File: src/verilog/mem_pkg.sv
package mem_pkg;

  // word and address geometry of the core
  localparam int DATA_WIDTH = 16;
  localparam int BANK_BITS  = 2;
  localparam int ROW_BITS   = 4;

  localparam int NUM_BANKS  = 1 << BANK_BITS;
  localparam int NUM_ROWS   = 1 << ROW_BITS;

  // the bank field sits above the row field
  localparam int ADDR_BITS  = BANK_BITS + ROW_BITS;

  typedef logic [DATA_WIDTH-1:0] data_t;
  typedef logic [ADDR_BITS-1:0]  addr_t;
  typedef logic [BANK_BITS-1:0]  bank_t;
  typedef logic [ROW_BITS-1:0]   row_t;

  // sweep clears every row once, then the core runs
  typedef enum logic [0:0] {
    st_sweep = 1'b0,
    st_run   = 1'b1
  } init_state_t;

endpackage

File: src/verilog/bank_init.sv
`timescale 1ns/10ps

module bank_init (
  input  logic          clk,
  input  logic          rst,
  output logic          ready,
  output logic          init_write,
  output mem_pkg::row_t init_row
);

  mem_pkg::init_state_t state;

  always_ff @(posedge clk) begin
    if (rst) begin
      state    <= mem_pkg::st_sweep;
      init_row <= '0;
    end else if (state == mem_pkg::st_sweep) begin
      init_row <= init_row + 1'b1;
      // last row is written in this cycle, so the core runs from the next one
      if (init_row == mem_pkg::row_t'(mem_pkg::NUM_ROWS - 1)) begin
        state <= mem_pkg::st_run;
      end
    end
  end

  // the sweep owns the write path until it ends
  assign init_write = (state == mem_pkg::st_sweep);
  assign ready      = (state == mem_pkg::st_run);

endmodule

File: src/verilog/bank_array.sv
`timescale 1ns/10ps

module bank_array #(
  parameter int SRAM_DELAY   = 2,
  parameter int NUM_RD_PORTS = 2
) (
  input  logic           clk,
  input  logic           init_write,
  input  mem_pkg::row_t  init_row,
  input  logic           wr_en,
  input  mem_pkg::bank_t wr_bank,
  input  mem_pkg::row_t  wr_row,
  input  mem_pkg::data_t wr_data,
  input  logic           rd_en     [NUM_RD_PORTS],
  input  mem_pkg::bank_t rd_bank   [NUM_RD_PORTS],
  input  mem_pkg::row_t  rd_row    [NUM_RD_PORTS],
  output mem_pkg::data_t bank_dout [NUM_RD_PORTS][mem_pkg::NUM_BANKS]
);

  // one replica per read port and bank, all replicas of a bank hold the same data
  for (genvar p = 0; p < NUM_RD_PORTS; p++) begin : g_port
    for (genvar b = 0; b < mem_pkg::NUM_BANKS; b++) begin : g_bank

      mem_pkg::data_t mem [mem_pkg::NUM_ROWS];
      mem_pkg::data_t dly [SRAM_DELAY];
      logic           wr_hit;
      logic           rd_hit;

      assign wr_hit = wr_en && (wr_bank == mem_pkg::bank_t'(b));
      assign rd_hit = rd_en[p] && (rd_bank[p] == mem_pkg::bank_t'(b));

      // sweep writes clear the same row in every bank
      always_ff @(posedge clk) begin
        if (init_write) begin
          mem[init_row] <= '0;
        end else if (wr_hit) begin
          mem[wr_row] <= wr_data;
        end
      end

      // read-first: the nonblocking read sees the array before this cycle's write
      always_ff @(posedge clk) begin
        if (rd_hit) begin
          dly[0] <= mem[rd_row[p]];
        end
      end

      // remaining SRAM_DELAY-1 stages of the read pipeline
      always_ff @(posedge clk) begin
        for (int s = 1; s < SRAM_DELAY; s++) begin
          dly[s] <= dly[s-1];
        end
      end

      assign bank_dout[p][b] = dly[SRAM_DELAY-1];

    end
  end

endmodule

File: src/verilog/read_tracker.sv
`timescale 1ns/10ps

module read_tracker #(
  parameter int SRAM_DELAY   = 2,
  parameter int NUM_RD_PORTS = 2
) (
  input  logic           clk,
  input  logic           rst,
  input  logic           rd_en     [NUM_RD_PORTS],
  input  mem_pkg::bank_t rd_bank   [NUM_RD_PORTS],
  input  mem_pkg::row_t  rd_row    [NUM_RD_PORTS],
  input  logic           wr_en,
  input  mem_pkg::bank_t wr_bank,
  input  mem_pkg::row_t  wr_row,
  input  mem_pkg::data_t wr_data,
  output logic           trk_valid [NUM_RD_PORTS],
  output mem_pkg::bank_t trk_bank  [NUM_RD_PORTS],
  output logic           trk_fwd   [NUM_RD_PORTS],
  output mem_pkg::data_t trk_data  [NUM_RD_PORTS]
);

  for (genvar p = 0; p < NUM_RD_PORTS; p++) begin : g_port

    logic           vld_q  [SRAM_DELAY];
    mem_pkg::bank_t bank_q [SRAM_DELAY];
    mem_pkg::row_t  row_q  [SRAM_DELAY];
    logic           fwd_q  [SRAM_DELAY];
    mem_pkg::data_t data_q [SRAM_DELAY];

    logic           vld_n  [SRAM_DELAY];
    mem_pkg::bank_t bank_n [SRAM_DELAY];
    mem_pkg::row_t  row_n  [SRAM_DELAY];
    logic           fwd_n  [SRAM_DELAY];
    mem_pkg::data_t data_n [SRAM_DELAY];

    always_comb begin
      // entry stage takes the new read, later stages shift
      vld_n[0]  = rd_en[p];
      bank_n[0] = rd_bank[p];
      row_n[0]  = rd_row[p];
      fwd_n[0]  = 1'b0;
      data_n[0] = '0;
      for (int s = 1; s < SRAM_DELAY; s++) begin
        vld_n[s]  = vld_q[s-1];
        bank_n[s] = bank_q[s-1];
        row_n[s]  = row_q[s-1];
        fwd_n[s]  = fwd_q[s-1];
        data_n[s] = data_q[s-1];
      end
      // a write to the same word supersedes whatever the bank will return
      for (int s = 0; s < SRAM_DELAY; s++) begin
        if (wr_en && vld_n[s] && (wr_bank == bank_n[s]) && (wr_row == row_n[s])) begin
          fwd_n[s]  = 1'b1;
          data_n[s] = wr_data;
        end
      end
    end

    always_ff @(posedge clk) begin
      for (int s = 0; s < SRAM_DELAY; s++) begin
        bank_q[s] <= bank_n[s];
        row_q[s]  <= row_n[s];
        data_q[s] <= data_n[s];
        if (rst) begin
          vld_q[s] <= 1'b0;
          fwd_q[s] <= 1'b0;
        end else begin
          vld_q[s] <= vld_n[s];
          fwd_q[s] <= fwd_n[s];
        end
      end
    end

    assign trk_valid[p] = vld_q[SRAM_DELAY-1];
    assign trk_bank[p]  = bank_q[SRAM_DELAY-1];
    assign trk_fwd[p]   = fwd_q[SRAM_DELAY-1];
    assign trk_data[p]  = data_q[SRAM_DELAY-1];

  end

endmodule

File: src/verilog/read_merge.sv
`timescale 1ns/10ps

module read_merge #(
  parameter int NUM_RD_PORTS = 2
) (
  input  logic           clk,
  input  logic           rst,
  input  mem_pkg::data_t bank_dout  [NUM_RD_PORTS][mem_pkg::NUM_BANKS],
  input  logic           trk_valid  [NUM_RD_PORTS],
  input  mem_pkg::bank_t trk_bank   [NUM_RD_PORTS],
  input  logic           trk_fwd    [NUM_RD_PORTS],
  input  mem_pkg::data_t trk_data   [NUM_RD_PORTS],
  output logic           resp_valid [NUM_RD_PORTS],
  output mem_pkg::data_t resp_data  [NUM_RD_PORTS],
  output logic           resp_fwd   [NUM_RD_PORTS]
);

  mem_pkg::data_t pick [NUM_RD_PORTS];

  // forwarded data wins over the replica of the addressed bank
  always_comb begin
    for (int p = 0; p < NUM_RD_PORTS; p++) begin
      pick[p] = trk_fwd[p] ? trk_data[p] : bank_dout[p][trk_bank[p]];
    end
  end

  always_ff @(posedge clk) begin
    for (int p = 0; p < NUM_RD_PORTS; p++) begin
      resp_data[p] <= pick[p];
      if (rst) begin
        resp_valid[p] <= 1'b0;
        resp_fwd[p]   <= 1'b0;
      end else begin
        resp_valid[p] <= trk_valid[p];
        resp_fwd[p]   <= trk_fwd[p];
      end
    end
  end

endmodule

File: src/verilog/mem_core_top.sv
`timescale 1ns/10ps

module mem_core_top #(
  parameter int SRAM_DELAY   = 2,
  parameter int NUM_RD_PORTS = 2
) (
  input  logic           clk,
  input  logic           rst,
  input  logic           wr_valid,
  input  mem_pkg::addr_t wr_addr,
  input  mem_pkg::data_t wr_data,
  input  logic           rd_valid   [NUM_RD_PORTS],
  input  mem_pkg::addr_t rd_addr    [NUM_RD_PORTS],
  output logic           ready,
  output logic           resp_valid [NUM_RD_PORTS],
  output mem_pkg::data_t resp_data  [NUM_RD_PORTS],
  output logic           resp_fwd   [NUM_RD_PORTS]
);

  localparam int ROW_BITS  = mem_pkg::ROW_BITS;
  localparam int ADDR_BITS = mem_pkg::ADDR_BITS;

  logic           init_write;
  mem_pkg::row_t  init_row;

  logic           wr_acc;
  mem_pkg::bank_t wr_bank;
  mem_pkg::row_t  wr_row;
  logic           rd_acc  [NUM_RD_PORTS];
  mem_pkg::bank_t rd_bank [NUM_RD_PORTS];
  mem_pkg::row_t  rd_row  [NUM_RD_PORTS];

  mem_pkg::data_t bank_dout [NUM_RD_PORTS][mem_pkg::NUM_BANKS];
  logic           trk_valid [NUM_RD_PORTS];
  mem_pkg::bank_t trk_bank  [NUM_RD_PORTS];
  logic           trk_fwd   [NUM_RD_PORTS];
  mem_pkg::data_t trk_data  [NUM_RD_PORTS];

  // requests only count once the sweep has finished
  assign wr_acc  = wr_valid && ready;
  assign wr_bank = wr_addr[ADDR_BITS-1:ROW_BITS];
  assign wr_row  = wr_addr[ROW_BITS-1:0];

  always_comb begin
    for (int p = 0; p < NUM_RD_PORTS; p++) begin
      rd_acc[p]  = rd_valid[p] && ready;
      rd_bank[p] = rd_addr[p][ADDR_BITS-1:ROW_BITS];
      rd_row[p]  = rd_addr[p][ROW_BITS-1:0];
    end
  end

  bank_init u_init (
    .clk, .rst, .ready, .init_write, .init_row
  );

  bank_array #(.SRAM_DELAY(SRAM_DELAY), .NUM_RD_PORTS(NUM_RD_PORTS)) u_array (
    .clk, .init_write, .init_row,
    .wr_en(wr_acc), .wr_bank, .wr_row, .wr_data,
    .rd_en(rd_acc), .rd_bank, .rd_row, .bank_dout
  );

  read_tracker #(.SRAM_DELAY(SRAM_DELAY), .NUM_RD_PORTS(NUM_RD_PORTS)) u_tracker (
    .clk, .rst,
    .rd_en(rd_acc), .rd_bank, .rd_row,
    .wr_en(wr_acc), .wr_bank, .wr_row, .wr_data,
    .trk_valid, .trk_bank, .trk_fwd, .trk_data
  );

  read_merge #(.NUM_RD_PORTS(NUM_RD_PORTS)) u_merge (
    .clk, .rst, .bank_dout, .trk_valid, .trk_bank, .trk_fwd, .trk_data,
    .resp_valid, .resp_data, .resp_fwd
  );

endmodule

File: config.mk
export PLATFORM = sky130hd
export DESIGN_NAME = mem_core_top
export DESIGN_NICKNAME = d
export VERILOG_FILES = /design/src/verilog/mem_pkg.sv /design/src/verilog/bank_init.sv /design/src/verilog/bank_array.sv /design/src/verilog/read_tracker.sv /design/src/verilog/read_merge.sv /design/src/verilog/mem_core_top.sv
export SDC_FILE = /design/constraint.sdc
export NUM_CORES = 1
export LEC_CHECK = 0
export ABC_AREA = 0
export BUFFER_PORTS_ARGS = -buffer_cell sky130_fd_sc_hd__buf_2
export CAP_MARGIN = 20
export CORE_AREA = 5 5 453 321
export DETAILED_ROUTE_END_ITERATION = 8
export DIE_AREA = 0 0 458 326
export HOLD_SLACK_MARGIN = 0.02
export MAX_ROUTING_LAYER = met4
export PLACE_DENSITY_LB_ADDON = 0.12
export SLEW_MARGIN = 20
export SYNTH_ARGS = -nofsm -noshare
export SYNTH_HDL_FRONTEND = slang
export SYNTH_SLANG_ARGS = --single-unit
File: constraint.sdc
create_clock -name clk -period 3.94 [get_ports clk]
set_input_delay 0.788 -clock clk [delete_from_list [all_inputs] [get_ports clk]]
set_output_delay 0.788 -clock clk [all_outputs]
set_load 0.02 [all_outputs]
Word level (Yosys, flattened, before mapping)
Memory sizes are Yosys's and may differ from the RTL's. A register that Yosys moved wholly into a read port is not among the register bits.
Index checks and enable logic that the tools add are counted.
{"block": "totals", "ff_bits": 39, "ram_bits": 2400, "elab_cells": 183, "memories": 26}
{"block": "classes", "add_sub_neg": 1, "magnitude_cmp": 2, "eq_ne": 18, "mux": 82, "bitwise": 10, "reduce_logical": 38}
{"name": "u_array.g_port[0].g_bank[0].mem", "words": 16, "width": 16, "rd": 1, "rd_ports_with_merged_regs": 0, "write_ports": 1, "line_no": "bank_array.sv:24", "text": "mem_pkg::data_t mem [mem_pkg::NUM_ROWS];"}
{"name": "u_array.g_port[0].g_bank[1].mem", "words": 16, "width": 16, "rd": 1, "rd_ports_with_merged_regs": 0, "write_ports": 1, "line_no": "bank_array.sv:24"}
{"name": "u_array.g_port[0].g_bank[2].mem", "words": 16, "width": 16, "rd": 1, "rd_ports_with_merged_regs": 0, "write_ports": 1, "line_no": "bank_array.sv:24"}
{"name": "u_array.g_port[0].g_bank[3].mem", "words": 16, "width": 16, "rd": 1, "rd_ports_with_merged_regs": 0, "write_ports": 1, "line_no": "bank_array.sv:24"}
{"name": "u_array.g_port[1].g_bank[0].mem", "words": 16, "width": 16, "rd": 1, "rd_ports_with_merged_regs": 0, "write_ports": 1, "line_no": "bank_array.sv:24"}
{"name": "u_array.g_port[1].g_bank[1].mem", "words": 16, "width": 16, "rd": 1, "rd_ports_with_merged_regs": 0, "write_ports": 1, "line_no": "bank_array.sv:24"}
{"name": "+20 memories"}
{"op": "2-to-1 mux 16 bit", "n": 18}
{"op": "OR reduction 16 bit", "n": 8}
{"op": "binary-select mux 16 bit (select 2 bit)", "n": 2}
{"op": "2-to-1 mux 1 bit", "n": 54}
{"op": "2-to-1 mux 4 bit", "n": 8}
{"op": "logical AND 1 bit", "n": 27}
{"op": "equality test 4 bit", "n": 4}
{"op": "equality test 2 bit (second input constant)", "n": 6}
{"op": "equality test 2 bit", "n": 4}
{"op": "OR 1 bit", "n": 8}
{"op": "equality test 2 x 1 -> 1 bit (second input constant)", "n": 3}
{"op": "greater-or-equal comparator 3 bit (second input constant)", "n": 2}
{"op": "logical NOT 2 bit", "n": 3}
{"op": "inverter 2 -> 3 bit", "n": 2}
{"op": "adder 4 x 1 -> 4 bit (second input constant)", "n": 1}
{"op": "equality test 4 bit (second input constant)", "n": 1}

Depth between registers and ports, before layout
{"block": "logic_depth", "ltp_word": 7, "ltp_mapped": 8}

Modules after synthesis
From an unflattened synthesis, not the netlist that was laid out.
{"block": "unflattened", "cells_unflattened": 3290, "hier_area_um2": 60508.0}
{"module": "bank_array", "n_inst": 1, "cells_per_inst": 2804, "area_each_um2": 54848.9, "seq_area_each_um2": 37155.6}
{"module": "read_tracker", "n_inst": 1, "cells_per_inst": 240, "area_each_um2": 3091.7, "seq_area_each_um2": 1761.7}
{"module": "read_merge", "n_inst": 1, "cells_per_inst": 224, "area_each_um2": 2356.0, "seq_area_each_um2": 720.7}
{"module": "bank_init", "n_inst": 1, "cells_per_inst": 19, "area_each_um2": 192.7, "seq_area_each_um2": 100.1}
{"module": "mem_core_top", "n_inst": 1, "cells_per_inst": 3, "area_each_um2": 18.8, "seq_area_each_um2": 0.0}

Worst setup path before layout
OpenSTA, ideal clock, no wires.
{"block": "synth_path", "path_type": "input to register", "start": "input port wr_valid", "end": "memory u_array.g_port[1].g_bank[1].mem[3][0] (netlist bit) (enable)", "setup_ns": 0.394, "arrival_ns": 2.715, "required_ns": 3.546, "slack_ns": 0.830, "cell_stages": 6, "path_cell_list": "buf_2 nand2_1 nor3b_1 clkbuf_1 nand3_1 a21oi_1"}
{"block": "synth_via", "elab_chain_cells": 7}
{"item": "from (decl)", "line_no": "mem_core_top.sv:9", "text": "input logic wr_valid,"}
{"item": "logical AND 1 bit (*)", "line_no": "mem_core_top.sv:40", "text": "assign wr_acc = wr_valid && ready;"}
{"item": "logical AND 1 bit (*)", "line_no": "bank_array.sv:29", "text": "assign wr_hit = wr_en && (wr_bank == mem_pkg::bank_t'(b));"}
{"item": "2-to-1 mux 1 bit (*)", "line_no": "bank_array.sv:36", "text": "end else if (wr_hit) begin"}
{"item": "2-to-1 mux 1 bit (*)", "line_no": "bank_array.sv:34", "text": "if (init_write) begin"}
{"item": "2-to-1 mux 1 bit (implied by the code) (*)", "line_no": "bank_array.sv:37", "text": "mem[wr_row] <= wr_data;"}
{"item": "OR reduction 16 bit (no line)"}
{"item": "2-to-1 mux 4 bit (no line) or 2-to-1 mux 1 bit (tied branches)"}
{"item": "to (decl)", "line_no": "bank_array.sv:24"}
Every way passes the cells marked *; elsewhere a longest branch is shown, timed or not.

Worst setup path after layout
{"block": "layout_path", "start": "register u_init.state (netlist: u_init.ready)", "end": "memory u_array.g_port[1].g_bank[0].mem[15][11] (netlist bit) (enable)"}
{"block": "layout_via", "elab_chain_cells": 7}
{"item": "from (decl)", "line_no": "bank_init.sv:11", "text": "mem_pkg::init_state_t state;"}
{"item": "from (signal assigned)", "line_no": "bank_init.sv:15", "text": "state <= mem_pkg::st_sweep;"}
{"item": "from (signal assigned)", "line_no": "bank_init.sv:21", "text": "state <= mem_pkg::st_run;"}
{"item": "logical AND 1 bit", "line_no": "mem_core_top.sv:40"}
{"item": "logical AND 1 bit", "line_no": "bank_array.sv:29"}
{"item": "2-to-1 mux 1 bit", "line_no": "bank_array.sv:36"}
{"item": "2-to-1 mux 1 bit", "line_no": "bank_array.sv:34"}
{"item": "2-to-1 mux 1 bit (implied by the code)", "line_no": "bank_array.sv:37"}
{"item": "OR reduction 16 bit (no line)"}
{"item": "2-to-1 mux 4 bit (no line) or 2-to-1 mux 1 bit (tied branches)"}
{"item": "to (decl)", "line_no": "bank_array.sv:24"}
Parallel ways exist; a longest one is shown, timed or not.

==> run metrics <==
WL final=191000 microns; delay-heaviest family, CP=simple AND/OR/NAND/NOR gates; Congestion Overflow GR=0; Peak Freq=295 MHz; IO Count=76; outcome=finished clean; Max Cap Viol=0; per-cell routed wire length=~35 microns; most numerous cell in the Yosys netlist=edfxtp_1; worst hold slack=0.189 ns; first-pass GRT wire length=roughly 270000 microns; post-synthesis adder-cell area fraction=less than 1%; Die Height=326 microns; simple-gate area share of the yosys netlist=3.93%; area leader, netlist=edfxtp_1; clock sinks=1409; Buffers & Inverters on Critical Path=1; Setup Crit Path Kind=register to register; vias post-DR=approximately 34000; Critical Path RT=4.36 ns; largest net degree at the start of global routing=49; IR drop worst, VDD=0.332 mV; top cells by count, synth=1152 x edfxtp_1, 416 x mux4_2, 263 x mux2i_1, 257 x dfxtp_1, 208 x a22oi_1; I/O Buffers=75; synthesized area per cell=between 15 and 20 sq um; routability congestion estimate=0.936; vias in the first global route=between 30000 and 40000; final period utilization=86.1%; cells resized by post-CTS repair=0; core area=141000 sq um; HP Class=input pin to register; hold buffer count at cts=0; #FFs+latches synth=1409; Worst setup SP type=register; die area=149000 sq um; Syn Nets=3285; combinational family with the most area after synthesis=multiplexers; DRT antenna net count=0; Overall Global Routing Usage=26.2%; setup violators final=0; Crit Path Max Fanout=21; Pins Over Slew Limit=0; Leak=between 20 and 25 nW; starting density of the core=about 42%; Post-Syn Instances=3245; DP HPWL=125000 microns; max incr delay on CP=around 0.74 ns; fin crit period=3.39 ns; Layout area overhead=14.5%; Rows=116; skew final=0.0226 ns; Warnings, synthesis=0; vias per inst=around 6.3; pwr dens=just under 500 nW/um^2; WP data arrival=between 3 and 4 ns; Final Cell Area=67200 sq um; worst relative slew slack=around a quarter; Synth cell types=about 40; xor and xnor fraction of the mapped netlist area=0.403%; CTS tree=yes; RSZ-0062 raised after global routing=false; layout cells sized above 1=29.2%; htree depth=4; Fillers=11700; number of remaining DRC errors=0; Die W=roughly 460 microns; Slowest cell on crit path=dfxtp_1; number of synthesized flops with an enable pin=1152; Slew @ Worst Pin=1.13 ns; post-synthesis sequential area ratio=between 60 and 70%; Fin Setup TNS=0 ns; top_reg_cell synth=edfxtp_1; Crit. End Element=register; Async SR Flop Fraction=0%; post-synthesis mux area share=21.8%; # Post-CTS Setup Buffers=0; crit-path cells=nor4bb_4 -> buf_4 -> nor2_1 -> a31oi_1 -> nor2_2; Synth top area share=59.0%; Clock transition at path regs=0.06 ns; post-layout util=47.6%; Synth Area in Compound Gates=4.21%; clock buffer depth=3; Post-DP Area=62400 sq um; cts bufs inserted=approximately 140; Final Power=32.5 mW; final hold vios=0; initial antenna violation count=between 40 and 50; Root Buffer=clkbuf_16; Clock Latency Late Sink=0.79 ns; synth top area cells=edfxtp_1 59%, mux4_2 16%, dfxtp_1 8.8%, mux2i_1 4.5%, a22oi_1 2.7%; drt pass-1 iters=6; DR iter-0 viols=approximately 4600; synthesized area=58700 sq um; nets=approximately 3400
[metal layers]
layer,up-vias,GRT usage (%),part of all wire [%]
li1,13600,-,-
met1,18300,38.7,44
met2,1891,36.2,43
met3,299,5.57,9.5
met4,0,8.42,3.0
met5,-,-,0
[registers in the layout (all words and copies together), names as in the netlist, 4 cells and up]
name	flops
u_tracker.g_port.fwd_q	4
u_array.g_port.g_bank.mem	1024
u_tracker.g_port.data_q	64
u_array.g_port.g_bank.dly	256
u_tracker.g_port.vld_q	4
u_init.init_row	4
u_tracker.g_port.row_q	8
u_merge.resp_data	32
u_tracker.g_port.bank_q	8
[metrics by stage]
step           instances  setup WS [ns]
2_1_floorplan       3245          0.830
3_3_place_gp        5137          0.480
3_5_place_dp        5138          0.476
4_1_cts             5397          0.703
5_1_grt             5405          0.544
6_report            5421          0.549
[placed cells by master, fill, tap and decap left out, types with 5 or more instances in the layout]
master / netlist / layout
edfxtp_1: 1152 / 1152
mux4_2: 416 / 416
mux2i_1: 263 / 263
dfxtp_1: 257 / 256
a22oi_1: 208 / 208
clkbuf_16: 0 / 145
buf_4: 14 / 130
o22ai_1: 112 / 112
and2_1: 98 / 97
nand2_1: 90 / 89
nand3_1: 79 / 79
nor2_1: 141 / 78
buf_2: 84 / 68
nor2_2: 0 / 58
mux2_2: 47 / 47
buf_12: 0 / 36
clkbuf_1: 114 / 30
diode_2: 0 / 24
xor2_1: 20 / 20
clkinv_2: 0 / 20
nor2b_1: 23 / 19
mux2_4: 18 / 18
a21oi_1: 25 / 17
clkinv_1: 0 / 16
clkbuf_8: 0 / 14
bufinv_16: 0 / 11
a21oi_2: 0 / 8
a31oi_1: 8 / 8
xnor2_1: 7 / 7
nor3_1: 11 / 7
inv_1: 7 / 7
inv_16: 0 / 6
nor2_4: 0 / 5
[worst paths after layout]
| check | depth (start not counted) | slack, ns | from | end |
|---|---|---|---|---|
| worst min register to register | 0 | 0.34 | u_array.g_port[0].g_bank[1].dly[0][14] | u_array.g_port[0].g_bank[1].dly[0][30] |
| worst max register to register | 5 | 0.55 | u_init.ready | u_array.g_port[1].g_bank[0].mem[15][11] |
| worst max-delay path | 5 | 0.55 | u_init.ready | u_array.g_port[1].g_bank[0].mem[15][11] |
| worst min-delay path | 1 | 0.19 | rd_addr[10] | u_tracker.g_port[0].bank_q[0][0] |
[final cells by class]
class                   instances  area, sq um  share of cell area [%]
inverters                       7         26.3                  0.0391
diodes                         24         60.1                  0.0894
clock inverters                70          818                    1.22
repair buffers                239         2100                    3.13
multi-input cells            1595        18100                    27.0
clock buffers                 189         3930                    5.86
well taps                    1888         2360                    3.52
flip-flops and latches       1409        39700                    59.1
[report_power, final]
| group | leakage (nW) | switching (mW) | internal (mW) | total (mW) |
|---|---|---|---|---|
| Combinational | 7.80 | 1.45 | 0.863 | 2.31 |
| Sequential | 14.3 | 0.126 | 16.2 | 16.3 |
| Clock | 2.33 | 6.00 | 7.85 | 13.8 |
[cells by family after synthesis]
kind of cell,after synthesis
simple gates,466
buf+inv,241
xor+xnor,27
compound gates,357
fa+ha+maj,1
mux,744
flops,1409
No activity file was read; power rests on OpenSTA's default activity.
